[src/tlb_pkg.sv]
/*
 * sv32 translation types shared by the L1 TLBs, the shared TLB and the testbench
 * address widths, leaf PTE layout and the refill record
 */
package tlb_pkg;

    localparam int VLEN = 32;   // virtual address
    localparam int PLEN = 34;   // sv32 physical address

    // virtual page number, vpn1 selects the megapage
    typedef struct packed {
        logic [9:0] vpn1;
        logic [9:0] vpn0;
    } vpn_t;

    typedef logic [8:0] asid_t;

    // leaf pte, ppn above the flag bits
    typedef struct packed {
        logic [11:0] ppn1;
        logic [9:0]  ppn0;
        logic        d;
        logic        a;
        logic        g;     // global, matches any asid
        logic        u;
        logic        x;
        logic        w;
        logic        r;
        logic        v;
    } pte_t;

    //////////////////////////////////////////////////////////////////////
    // one TLB fill, used shared->L1 and walker->shared
    //////////////////////////////////////////////////////////////////////
    typedef struct packed {
        logic  valid;
        vpn_t  vpn;
        asid_t asid;
        logic  is_4m;       // megapage, vpn0 ignored on match
        pte_t  pte;
    } tlb_update_t;

endpackage

[src/l1_tlb.sv]
/*
 * private fully associative L1 TLB
 * same-cycle lookup, refilled by the shared TLB
 */
module l1_tlb import tlb_pkg::*; #(
    parameter int L1_ENTRIES = 4
) (
    input  logic            clk_i,
    input  logic            rst_ni,
    input  logic            flush_i,
    input  logic            enable_i,   // translation on for this side
    input  logic            access_i,
    input  logic [VLEN-1:0] vaddr_i,
    input  asid_t           asid_i,
    input  tlb_update_t     update_i,   // from shared tlb
    output logic            hit_o,
    output logic [PLEN-1:0] paddr_o,
    output logic            miss_o
);

    localparam int IDX_W = $clog2(L1_ENTRIES);

    vpn_t                  vpn_q   [L1_ENTRIES];
    asid_t                 asid_q  [L1_ENTRIES];
    logic                  is_4m_q [L1_ENTRIES];
    pte_t                  pte_q   [L1_ENTRIES];
    logic [L1_ENTRIES-1:0] valid_q;

    vpn_t                  lookup_vpn;
    logic [L1_ENTRIES-1:0] match;
    logic [IDX_W-1:0]      hit_idx;
    logic [IDX_W-1:0]      inv_idx;
    logic [IDX_W-1:0]      rr_q;        // round robin victim
    logic [IDX_W-1:0]      repl_idx;
    logic                  all_valid;

    assign lookup_vpn = vaddr_i[VLEN-1:12];

    //////////////////////////////////////////////////////////////////////
    // parallel compare
    //////////////////////////////////////////////////////////////////////
    always_comb begin
        hit_idx = '0;
        for (int i = 0; i < L1_ENTRIES; i++) begin
            match[i] = valid_q[i]
                && (vpn_q[i].vpn1 == lookup_vpn.vpn1)
                && ((asid_q[i] == asid_i) || pte_q[i].g)
                && (is_4m_q[i] || (vpn_q[i].vpn0 == lookup_vpn.vpn0));
            if (match[i]) begin
                hit_idx = IDX_W'(i);
            end
        end
    end

    assign hit_o  = access_i & enable_i & (|match);
    assign miss_o = access_i & enable_i & ~(|match);

    // megapage takes ppn0 from the vaddr
    assign paddr_o = {pte_q[hit_idx].ppn1,
                      is_4m_q[hit_idx] ? lookup_vpn.vpn0 : pte_q[hit_idx].ppn0,
                      vaddr_i[11:0]};

    //////////////////////////////////////////////////////////////////////
    // refill slot
    //////////////////////////////////////////////////////////////////////
    always_comb begin
        inv_idx = '0;
        for (int i = L1_ENTRIES - 1; i >= 0; i--) begin
            if (!valid_q[i]) begin
                inv_idx = IDX_W'(i);   // lowest free entry
            end
        end
    end

    assign all_valid = &valid_q;
    assign repl_idx  = all_valid ? rr_q : inv_idx;

    always_ff @(posedge clk_i or negedge rst_ni) begin
        if (!rst_ni) begin
            valid_q <= '0;
            rr_q    <= '0;
        end else if (flush_i) begin
            valid_q <= '0;
        end else if (update_i.valid) begin
            valid_q[repl_idx] <= 1'b1;
            if (all_valid) begin
                rr_q <= (rr_q == IDX_W'(L1_ENTRIES - 1)) ? '0 : rr_q + 1'b1;
            end
        end
    end

    always_ff @(posedge clk_i) begin
        if (update_i.valid && !flush_i) begin
            vpn_q[repl_idx]   <= update_i.vpn;
            asid_q[repl_idx]  <= update_i.asid;
            is_4m_q[repl_idx] <= update_i.is_4m;
            pte_q[repl_idx]   <= update_i.pte;
        end
    end

endmodule

[config.mk]
export PLATFORM = sky130hd
export DESIGN_NAME = l1_tlb
export DESIGN_NICKNAME = d
export VERILOG_FILES = /design/src/tlb_pkg.sv /design/src/l1_tlb.sv
export SDC_FILE = /design/constraint.sdc
export NUM_CORES = 1
export LEC_CHECK = 0
export BUFFER_PORTS_ARGS = -buffer_cell sky130_fd_sc_hd__buf_4
export CORE_MARGIN = 3
export CORE_UTILIZATION = 60
export DETAILED_ROUTE_END_ITERATION = 7
export PLACE_DENSITY = 0.95
export REMOVE_ABC_BUFFERS = 1
export SLEW_MARGIN = 20
export SYNTH_ARGS = -nofsm -noshare
export SYNTH_HDL_FRONTEND = slang
export SYNTH_SLANG_ARGS = --single-unit
[constraint.sdc]
create_clock -name clk_i -period 8.25 [get_ports clk_i]
set_input_delay 0.4125 -clock clk_i [delete_from_list [all_inputs] [get_ports clk_i]]
set_output_delay 0.4125 -clock clk_i [all_outputs]
set_load 0.005 [all_outputs]
### Word level (Yosys, flattened, before mapping)

Memory sizes are Yosys's and may differ from the RTL's.
Cells that the tools add are included.

* equal/unequal tests: 13
* reductions and logical operators: 27
* mux-type cells: 16
* bitwise logic cells: 6
* $lt $le $gt $ge: 2
* add/subtract/negate cells: 1

Operator list (number)
* == test 10 bit: 8
* == test 9 bit: 4
* two-way mux 2 bit: 8
* logical AND 1 bit: 14
* two-way mux 10 bit: 1
* logical OR 1 bit: 8
* two-way mux 4 bit: 2
* AND reduction 6 bit: 1
* two-way mux 1 bit: 4
* OR 4 bit: 1
* AND reduction 4 bit: 1
* OR reduction 4 bit: 1
* AND 1 bit: 3
* < comparator 2 x 3 -> 1 bit (second input constant): 1
* adder 2 x 1 -> 2 bit (second input constant): 1
* demux 1 bit (select 2 bit): 1
* == test 2 bit (second input constant): 1
* greater-or-equal comparator 2 x 1 -> 1 bit (second input constant): 1
* NOT 1 bit: 2
* nonzero test 2 bit: 1
* zero test 1 bit: 1

* output and inout port bits: 36
* memory bits (writable): 240
* register bits: 6
* memories kept: 4
* bits of input ports: 107

Memory list
* pte_q: depth 4, bits a word 30, rd ports 5, clocked after Yosys merged registers in 0, wr ports 1, line l1_tlb.sv:26 `pte_t pte_q [L1_ENTRIES];`
* vpn_q: depth 4, bits a word 20, rd ports 4, clocked after Yosys merged registers in 0, wr ports 1, line l1_tlb.sv:23 `vpn_t vpn_q [L1_ENTRIES];`
* asid_q: depth 4, bits a word 9, rd ports 4, clocked after Yosys merged registers in 0, wr ports 1, line l1_tlb.sv:24 `asid_t asid_q [L1_ENTRIES];`
* is_4m_q: depth 4, bits a word 1, rd ports 5, clocked after Yosys merged registers in 0, wr ports 1, line l1_tlb.sv:25 `logic is_4m_q [L1_ENTRIES];`

### Logic depth before layout (Yosys ltp)

Gate-level depths: netlist of the first run.

* word-level depth: 12
* gate-level depth with buffers: 11
* gate-level depth less buffers: 7

### Worst setup path before layout of the first run

OpenSTA, ideal clock, no wires.

* kind: register -> register
* start point: reg rr_q[0]
* end point: mem asid_q[0][0] (netlist name), enable pin
* arrival time: 3.462 ns
* path buffers: 0
* stages on the path, launching flop included: 5
* setup time: 0.470 ns
* setup slack: 4.319 ns
* cells stage by stage: dfrtp_1 > o21ai_0 > a21boi_0 > or3b_2 > nor2b_1

* longest elaborated chain between the ends: 1

Ends and longest elaborated chain
* from (decl): line l1_tlb.sv:33 `logic [IDX_W-1:0] rr_q;`
* from (signal assigned): line l1_tlb.sv:87 `rr_q <= (rr_q == IDX_W'(L1_ENTRIES - 1)) ? '0 : rr_q + 1'b1;`
* two-way mux 2 bit: line l1_tlb.sv:76 `assign repl_idx = all_valid ? rr_q : inv_idx;`
* to (decl): line l1_tlb.sv:24

Every way passes these cells.

==> results of run 1 <==
==> state kept, by name (all words and copies together), names as in the netlist <==
signal / count
vpn_q: 80
asid_q: 36
rr_q: 2
pte_q: 92
valid_q: 4
is_4m_q: 4
==> kinds of logic (layout without fill, tap and decap cells) <==
| kind of cell | count (synthesis) | after routing | synth area share |
|---|---|---|---|
| AO/OA/AOI/OAI | 71 | 71 | 0.0603 |
| AND/OR/NAND/NOR | 109 | 109 | 0.0647 |
| flip-flops | 218 | 218 | 0.714 |
| buffers and inverters | 55 | 172 | 0.0328 |
| XOR/XNOR | 116 | 116 | 0.111 |
| adder cells (fa/ha/maj) | 1 | 1 | 0.00137 |
| multiplexers | 14 | 14 | 0.0156 |
==> path summary, 6_finish.rpt <==
check | end | slack (ns) | cells after the start
worst max-delay path | paddr_o[15] | 3.99 | 8
worst min-delay path | pte_q[0][9] | 0.09 | 1
max in group asynchronous | rr_q[0] | 7.88 | 2
min in group asynchronous | rr_q[1] | 0.26 | 2
worst min register to register | rr_q[1] | 0.59 | 1
worst max register to register | vpn_q[2][8] | 5.41 | 6
==> through the flow <==
step / setup WS (ns) / power, mW
after global routing: 3.76 / 2.44
after detailed placement: 4.37 / 1.41
after floorplan: 4.32 / 1.33
after CTS: 4.00 / 2.38
after global placement: 4.42 / 1.40
final: 3.99 / 2.37
==> synthesized netlist by cell type <==
cell | n | area (um2)
edfxtp_1 | 212 | 6370
xor2_1 | 90 | 788
nor2_1 | 29 | 109
xnor2_1 | 26 | 228
nor4_1 | 22 | 138
a21o_1 | 13 | 97.6
buf_4 | 13 | 97.6
clkbuf_1 | 13 | 48.8
inv_1 | 13 | 48.8
nand3_1 | 13 | 65.1
a211oi_1 | 12 | 90.1
mux2i_1 | 12 | 120
nand2_1 | 12 | 45.0
a31oi_1 | 11 | 68.8
a211o_1 | 10 | 87.6
a2bb2oi_1 | 10 | 87.6
and4_1 | 10 | 87.6
buf_2 | 10 | 50.1
nor3_1 | 8 | 40.0
a41oi_1 | 7 | 61.3
dfrtp_1 | 6 | 150
buf_6 | 4 | 45.0
nand4_1 | 3 | 18.8
or3_1 | 3 | 18.8
mux2_2 | 2 | 22.5
nor2b_1 | 2 | 12.5
o21ai_0 | 2 | 10.0
o22ai_1 | 2 | 12.5
a21boi_0 | 1 | 7.51
a31oi_2 | 1 | 12.5
and2_1 | 1 | 6.26
and3_1 | 1 | 6.26
buf_1 | 1 | 3.75
clkbuf_2 | 1 | 5.00
ha_1 | 1 | 12.5
nand3b_1 | 1 | 7.51
nand4b_1 | 1 | 8.76
nor3_2 | 1 | 10.0
o211ai_1 | 1 | 7.51
o31ai_1 | 1 | 7.51
or3b_1 | 1 | 8.76
or3b_2 | 1 | 8.76
==> layer usage <==
metal / up-vias / GRT usage / part of all wire
li1: 2396 / - / -
met1: 2617 / 0.304 / 0.40
met2: 259 / 0.381 / 0.50
met3: 42 / 0.0614 / 0.078
met4: 0 / 0.0784 / 0.029
met5: - / 0 / 0
==> worst max-delay path: cells and delay by family, from the launching register on <==
kind | cells | cell delay (ns)
buffers and inverters | 1 | 0.17
AOI/OAI and AO/OA | 3 | 0.87
xor gates and xnor gates | 1 | 0.16
and+or+nand+nor | 3 | 1.75
DFF | 1 | 0.37
==> where the power goes <==
group / leakage, nW / switching [mW] / internal, mW
Combinational: 1.66 / 0.0737 / 0.0654
Sequential: 2.01 / 0.00818 / 1.24
Clock: 0.353 / 0.406 / 0.577
Total: 4.02 / 0.488 / 1.88
==> cell type report <==
| type | count | area (um2) |
|---|---|---|
| Fill cell | 854 | 3940 |
| Tap cell | 184 | 230 |
| Inverter | 13 | 48.8 |
| Clock inverter | 14 | 130 |
| Clock buffer | 27 | 591 |
| Sequential cell | 218 | 6520 |
| Timing Repair Buffer | 118 | 888 |
| Multi-Input combinational cell | 311 | 2360 |
==> flow_summary.toml, run 1 <==
[worst_setup_path]
path_max_fanout = 26
critical_path_class = "reg -> out"
r2r_start = "valid_q[3]"
required_ns = 7.84
cp-end-kind = "output port"
crit_slowest_cell = "nor3_4"
critPathLaunchType = "flip-flop"
slowest_delay_ns = 0.89
crit_start = "asid_q[3][0]"
cp.arrival_ns = 3.85
path_cells = "xor2_1, nor4_1, a41oi_1, nor3_4, and2_1, a21o_1, a2bb2oi_1, buf_4"

[cts]
clock_path_buffers = 3
clock-sinks = 218
clock_latency_ns = 0.52
post-cts-setup-buffers = 0
cts_resized = 0
postCtsHoldBufs = 1
clk_pin_slew_ns = 0.06
htree_levels = 1
clockRootBuffer = "clkbuf_16"
cts_tree = "done"
numCtsBuffers = 23

[placed_design]
dp_cells = 843
io_buffers = 111
place.gp.congestion = 0.820
dpl_cell_area_um2 = 10000
dp.final_hpwl_um = 12400

[floorplan]
start_util = 0.621
rows = 44
dieHeight_um = 129
die-area_um2 = 16700
pin_count = 143
fp.dieW_um = 129
core_area_um2 = 14700

[global_routing]
grt_max_degree = 54
grt_pass1_wl_um = 29800
grt_util_all_layers = 0.232
grt-ovfl-total = 0
grt_pass1_vias = 5464
antenna_found_initial = 0

[synth]
synthDistinctLibCells = 42
yosys_warnings = 0
synth_area_um2 = 9130
synth.avg_cell_area_um2 = 15.6
ys_ff_latch = 218
ys_seq_area_frac = 0.714
netlist_instances = 584

[hold_path]
hold_start = "update_i[9]"
hp-class = "in -> reg"

[pwr]
cellLeakagePower_nw = 4.02
irDropWorstVdd_mv = 0.176
power.density_nw_per_um2 = 220

[timing]
finalMaxSlewViolations = 0
relSlewSlack = 0.319
finalHoldViolations = 0
fin_crit_sh = 0.517
worst_slew_pin_slew_ns = 1.02
period_minus_slack_ns = 4.26
fmax_mhz = 235
clock_skew_ns = 0.0129
rsz0062_at_grt = "false"
setup_viol = 0
holdWs_ns = 0.0927
totalNegativeSetupSlack_ns = 0

[routing]
wl_um = 19300
wl_per_cell_um = 21.8
ant_nets = 0
vias = 5314
remaining_drc_errors = 0
firstDrtPassIters = 5
avgViaCountPerCell = 6.00
initialDrtViolationCount = 455

[outcome]
outcome = "completed"

[layout]
final_core_utilization = 0.732
final_common_cell = "edfxtp_1"
fin_area_um2 = 10800
final_cell_count_no_fill = 885
final_cell_mix = "edfxtp_1 (212), buf_4 (117), xor2_1 (90)"
finalNetCount = 793
antennaDiodeCount = 0
synthToLayoutAreaGrowth_pct = 17.9
drive_gt1_frac = 0.227

[flow_run]
drv_cap = 0
No activity file was read; power rests on OpenSTA's default activity.
==> run 2: changes to the inputs <==
--- a/config.mk
+++ b/config.mk
@@ -7,9 +7,9 @@
 export LEC_CHECK = 0
 export BUFFER_PORTS_ARGS = -buffer_cell sky130_fd_sc_hd__buf_4
 export CORE_MARGIN = 3
-export CORE_UTILIZATION = 60
+export CORE_UTILIZATION = 51
 export DETAILED_ROUTE_END_ITERATION = 7
-export PLACE_DENSITY = 0.95
+export PLACE_DENSITY = 0.88
 export REMOVE_ABC_BUFFERS = 1
 export SLEW_MARGIN = 20
 export SYNTH_ARGS = -nofsm -noshare
==> constraint.sdc (replaced) <==
create_clock -name clk_i -period 3.7 [get_ports clk_i]
set_input_delay 0.185 -clock clk_i [delete_from_list [all_inputs] [get_ports clk_i]]
set_output_delay 0.185 -clock clk_i [all_outputs]
set_load 0.005 [all_outputs]
==> run 2 against run 1 <==
Die area up 17%. Design area up 6.0%. Clock power up 120%. Sequential power up 120%. Via count up 3.3%. First-iteration DRC count down 40%. Highest routed layer unchanged. Global-route usage down 3.4 points. Largest power group unchanged. Critical path depth up 1. Register-to-register slack worse by 4.2 ns. Clock-buffer cell count up 2. Non-clock buffer count up 62.
==> flow_summary.toml, run 2 (synthesis results as in run 1) <==
[worst_setup_path]
reg2reg_depth = 6
reg2reg_slack_ns = 1.22
required_ns = 3.51
path_common_cell = "buf_4"
path_cells = "xor2_1, nor4_1, a41oi_1, or3_1, buf_4, and4_1, a211o_1, a2bb2oi_1, buf_4"
r2r_end = "pte_q[0][28]"
cp-end-kind = "output port"
path_max_fanout = 44
crit_slowest_cell = "or3_1"
slowest_delay_ns = 0.45
cp.arrival_ns = 3.27
r2r_start = "valid_q[3]"
critPathLaunchType = "flip-flop"
critical_path_class = "reg -> out"

[cts]
clock-sinks = 218
clock_latency_ns = 0.50
htree_levels = 1
cts_tree = "done"
clockRootBuffer = "clkbuf_16"
numCtsBuffers = 22
clock_path_buffers = 3
post-cts-setup-buffers = 0
clk_pin_slew_ns = 0.06

[routing]
ant_nets = 0
wl_um = 19600
vias = 5492
initialDrtViolationCount = 274
wl_per_cell_um = 19.9
avgViaCountPerCell = 5.57
firstDrtPassIters = 5
remaining_drc_errors = 0

[timing]
fmax_mhz = 290
rsz0062_at_grt = "false"
fin_crit_sh = 0.933
period_minus_slack_ns = 3.45
holdWs_ns = 0.0299
setup_viol = 0
clock_skew_ns = 0.0182
fin_ws_ns = 0.248
relSlewSlack = 0.450
worst_slew_pin_slew_ns = 0.825
finalMaxSlewViolations = 0
finalHoldViolations = 0

[flow_run]
drv_cap = 0

[placed_design]
place.gp.congestion = 0.794
io_buffers = 111
dpl_cell_area_um2 = 10100
dp.final_hpwl_um = 12600
place_ws_ns = 0.627

[layout]
largest_register_ffs = 92
drive_gt1_frac = 0.214
synthToLayoutAreaGrowth_pct = 24.9
final_common_cell = "edfxtp_1"
antennaDiodeCount = 0
final_cell_mix = "edfxtp_1 (212), buf_4 (123), xor2_1 (90)"
fin_area_um2 = 11400
final_core_utilization = 0.655
regMostFlops = "pte_q"
reg.largest.list = "pte_q (92), vpn_q (80), asid_q (36)"
finalNetCount = 854

[floorplan]
rows = 48
dieHeight_um = 140
core_area_um2 = 17400
start_util = 0.524
fp.dieW_um = 140
die-area_um2 = 19500
pin_count = 143

[outcome]
outcome = "completed"

[global_routing]
grt_pass1_vias = 5799
grt_max_degree = 54
grt_util_all_layers = 0.198
grt_pass1_wl_um = 30600
antenna_found_initial = 0
grt-ovfl-total = 0

[pwr]
cellLeakagePower_nw = 4.27
finalPower_mw = 5.30
power.density_nw_per_um2 = 465
irDropWorstVdd_mv = 0.366

[hold_path]
hp-class = "in -> async"
[run 2: cell types whose count changed in the layout (fill, tap and decap cells not counted), moves of 2 or more]
cell,delta
clkbuf_1,+2
or3_2,-2
clkinv_1,-3
dlygate4sd3_1,+55
clkinvlp_4,+2
buf_4,+6
[run 2: layout make-up]
class | instances | area [um2]
clock buffer | 29 | 598
clock inverter | 10 | 100
fill | 1195 | 6010
inverter | 13 | 48.8
multi-input combinational | 311 | 2350
sequential | 218 | 6520
tap | 225 | 282
timing repair buffer | 180 | 1500
[run 2: worst max-delay path by stage]
| stage | start | end | depth (start not counted) |
|---|---|---|---|
| CTS | asid_q[3][5] | paddr_o[18] | 8 |
| floorplan | rr_q[0] | asid_q[0][0] | 4 |
| detailed placement | asid_q[3][5] | paddr_o[18] | 8 |
| global placement | asid_q[3][0] | paddr_o[19] | 8 |
| global route | asid_q[1][8] | paddr_o[19] | 9 |
| finish | vpn_q[2][4] | paddr_o[20] | 9 |
[run 2: where the power goes]
part | switching [mW] | internal (mW)
Clock | 0.883 | 1.27
Combinational | 0.175 | 0.187
Sequential | 0.0176 | 2.77
Total | 1.08 | 4.23
[run 2: worst max-delay path, delay by kind of cell (launching register included)]
kind,cells,cell delay (ns)
buffers and inverters,2,0.45
AND/OR/NAND/NOR,3,1.11
XOR/XNOR,1,0.16
flip-flops,1,0.39
AO/OA/AOI/OAI,3,0.67
[run 2: metrics by stage]
stage               instances  setup TNS (ns)
floorplan                 542          -16.67
global placement          891               0
detailed placement        891               0
CTS                       986               0
global route              986               0
finish                    986               0
[run 2: what timing repair did]
item	in CTS	in global routing
hold endpoints to repair	222	0
gates resized for setup	0	2
endpoints found under the setup margin	0	10
hold buffers	56	0
[run 2: layer usage]
layer  share of wire  GRT usage  up-vias  wire (um)
met3           0.061     0.0388       32       1210
met5               0          0        -          0
li1                -          -     2505          -
met4           0.021     0.0617        0        422
met1            0.40      0.251     2745       7950
met2            0.51      0.345      210      10100
==> run 3: changes to the inputs <==
--- a/config.mk
+++ b/config.mk
@@ -7,9 +7,10 @@
 export LEC_CHECK = 0
 export BUFFER_PORTS_ARGS = -buffer_cell sky130_fd_sc_hd__buf_4
 export CORE_MARGIN = 3
-export CORE_UTILIZATION = 51
+export CORE_UTILIZATION = 60
+export CTS_CLUSTER_DIAMETER = 60
 export DETAILED_ROUTE_END_ITERATION = 7
-export PLACE_DENSITY = 0.88
+export PLACE_DENSITY = 0.95
 export REMOVE_ABC_BUFFERS = 1
 export SLEW_MARGIN = 20
 export SYNTH_ARGS = -nofsm -noshare
==> constraint.sdc (replaced) <==
create_clock -name clk_i -period 4.4 [get_ports clk_i]
set_input_delay 0.22 -clock clk_i [delete_from_list [all_inputs] [get_ports clk_i]]
set_output_delay 0.22 -clock clk_i [all_outputs]
set_load 0.005 [all_outputs]
==> run 3 against run 2 <==
Core utilization up 11 points. Critical path type unchanged. Combinational power down 14%. Die area down 14%. Power down 17%. Wire length up 10%. Hold slack better by 0.038 ns. Clock skew down 0.0012 ns. First-iteration DRC count up 76%. Clock power down 19%. Design area down 0.89%.
==> flow_summary.toml, run 3 (synthesis results as in run 1) <==
[worst_setup_path]
crit_end = "paddr_o[15]"
reg2reg_depth = 6
r2r_end = "asid_q[0][8]"
cp-end-kind = "output port"
critPathLaunchType = "flip-flop"
reg2reg_slack_ns = 1.57
required_ns = 4.18
crit_start = "vpn_q[2][8]"
cp.arrival_ns = 3.83
r2r_start = "valid_q[3]"
critical_path_class = "reg -> out"
path_max_fanout = 45

[cts]
post-cts-setup-buffers = 0
clock-sinks = 218
clk_pin_slew_ns = 0.06
htree_levels = 1
cts_tree = "done"
numCtsBuffers = 23
clockRootBuffer = "clkbuf_16"
clock_path_buffers = 3
clock_latency_ns = 0.49

[layout]
antennaDiodeCount = 0
reg.largest.list = "pte_q (92), vpn_q (80), asid_q (36)"
ff_latch_area_um2 = 6520
fin_area_um2 = 11300
final_common_cell = "edfxtp_1"
finalNetCount = 850
multi_input_area_um2 = 2360
nFillCells = 773
regMostFlops = "pte_q"
largest_register_ffs = 92
final_cell_mix = "edfxtp_1 (212), buf_4 (117), xor2_1 (90)"
synthToLayoutAreaGrowth_pct = 23.8
drive_gt1_frac = 0.215
final_cell_count_no_fill = 939

[placed_design]
io_buffers = 111
place.gp.congestion = 0.840
dp_cells = 845
dpl_cell_area_um2 = 10100
place_ws_ns = 0.948
dp.final_hpwl_um = 12800

[floorplan]
pin_count = 143
start_util = 0.621
dieHeight_um = 129
core_area_um2 = 14700
rows = 44
die-area_um2 = 16700
fp.dieW_um = 129

[global_routing]
grt_pass1_wl_um = 33000
grt_max_degree = 54
grt_util_all_layers = 0.262
antenna_found_initial = 0
grt_pass1_vias = 5935
grt-ovfl-total = 0

[flow_run]
drv_cap = 0

[timing]
relSlewSlack = 0.368
totalNegativeSetupSlack_ns = 0
fin_crit_sh = 0.921
fin_ws_ns = 0.350
finalHoldViolations = 0
clock_skew_ns = 0.0169
finalMaxSlewViolations = 0
worst_slew_pin_slew_ns = 0.946
setup_viol = 0
rsz0062_at_grt = "false"
period_minus_slack_ns = 4.05
fmax_mhz = 247

[routing]
initialDrtViolationCount = 481
wl_um = 21700
firstDrtPassIters = 5
avgViaCountPerCell = 6.11
ant_nets = 0
vias = 5733
remaining_drc_errors = 0
wl_per_cell_um = 23.1

[outcome]
outcome = "completed"

[hold_path]
hp-class = "in -> async"

[pwr]
power.density_nw_per_um2 = 390
finalPower_mw = 4.41
cellLeakagePower_nw = 4.24
irDropWorstVdd_mv = 0.350
[run 3: cell types whose count changed in the layout (fill, tap and decap cells not counted), sizes merged]
cell	change
buf	-5
bufinv	-2
clkinvlp	-1
clkbuf	+2
[run 3: how the worst min path moves through the flow]
stage / start / endpoint / slack [ns] / cells after the start
2_1_floorplan: rst_ni / rr_q[0] / -0.08 / 0
3_3_place_gp: rst_ni / rr_q[0] / 0.03 / 1
3_5_place_dp: rst_ni / rr_q[0] / 0.03 / 1
4_1_cts: rst_ni / valid_q[1] / 0.06 / 2
5_1_grt: rst_ni / valid_q[0] / 0.09 / 2
6_report: rst_ni / valid_q[0] / 0.07 / 2
[run 3: area by class of cell]
type | instances | share of cell area
multi-input combinational | 311 | 0.208
tap | 184 | 0.0204
sequential | 218 | 0.577
clock buffer | 31 | 0.0562
timing repair buffer | 175 | 0.131
inverter | 13 | 0.00432
clock inverter | 7 | 0.00310
[run 3: per-layer routing]
metal	vias to the layer above	track usage	wire length, um
met5	-	0	0
met4	0	0.0994	852
met2	369	0.446	10700
met1	2788	0.337	8140
met3	72	0.0507	1980
li1	2504	-	-
[run 3: timing repair]
action / 4_1_cts / 5_1_grt
gates resized for setup: 0 / 0
hold buffers: 56 / 0
endpoints found under the hold margin: 222 / 0
[run 3: critical path, cell delays in order (launching register included)]
cell and delay, ns:
edfxtp_1 0.37, xor2_1 0.15, nor4_1 0.46, a41oi_1 0.27
or3_1 0.40, buf_4 0.28, a31oi_2 0.58, a21o_1 0.46
a2bb2oi_1 0.19, buf_4 0.18
[run 3: power breakdown]
| group | internal, mW | switching, mW | leakage, nW |
|---|---|---|---|
| logic | 0.156 | 0.156 | 1.91 |
| clock network | 1.00 | 0.752 | 0.330 |
| registers | 2.33 | 0.0169 | 2.01 |
| total | 3.49 | 0.924 | 4.24 |
[run 3: stage by stage]
step	hold slack [ns]	utilization
detailed placement	0.0293	0.685
floorplan	-0.0756	-
CTS	0.0639	0.768
global placement	0.0250	0.685
finish	0.0681	0.769
global route	0.0895	0.769
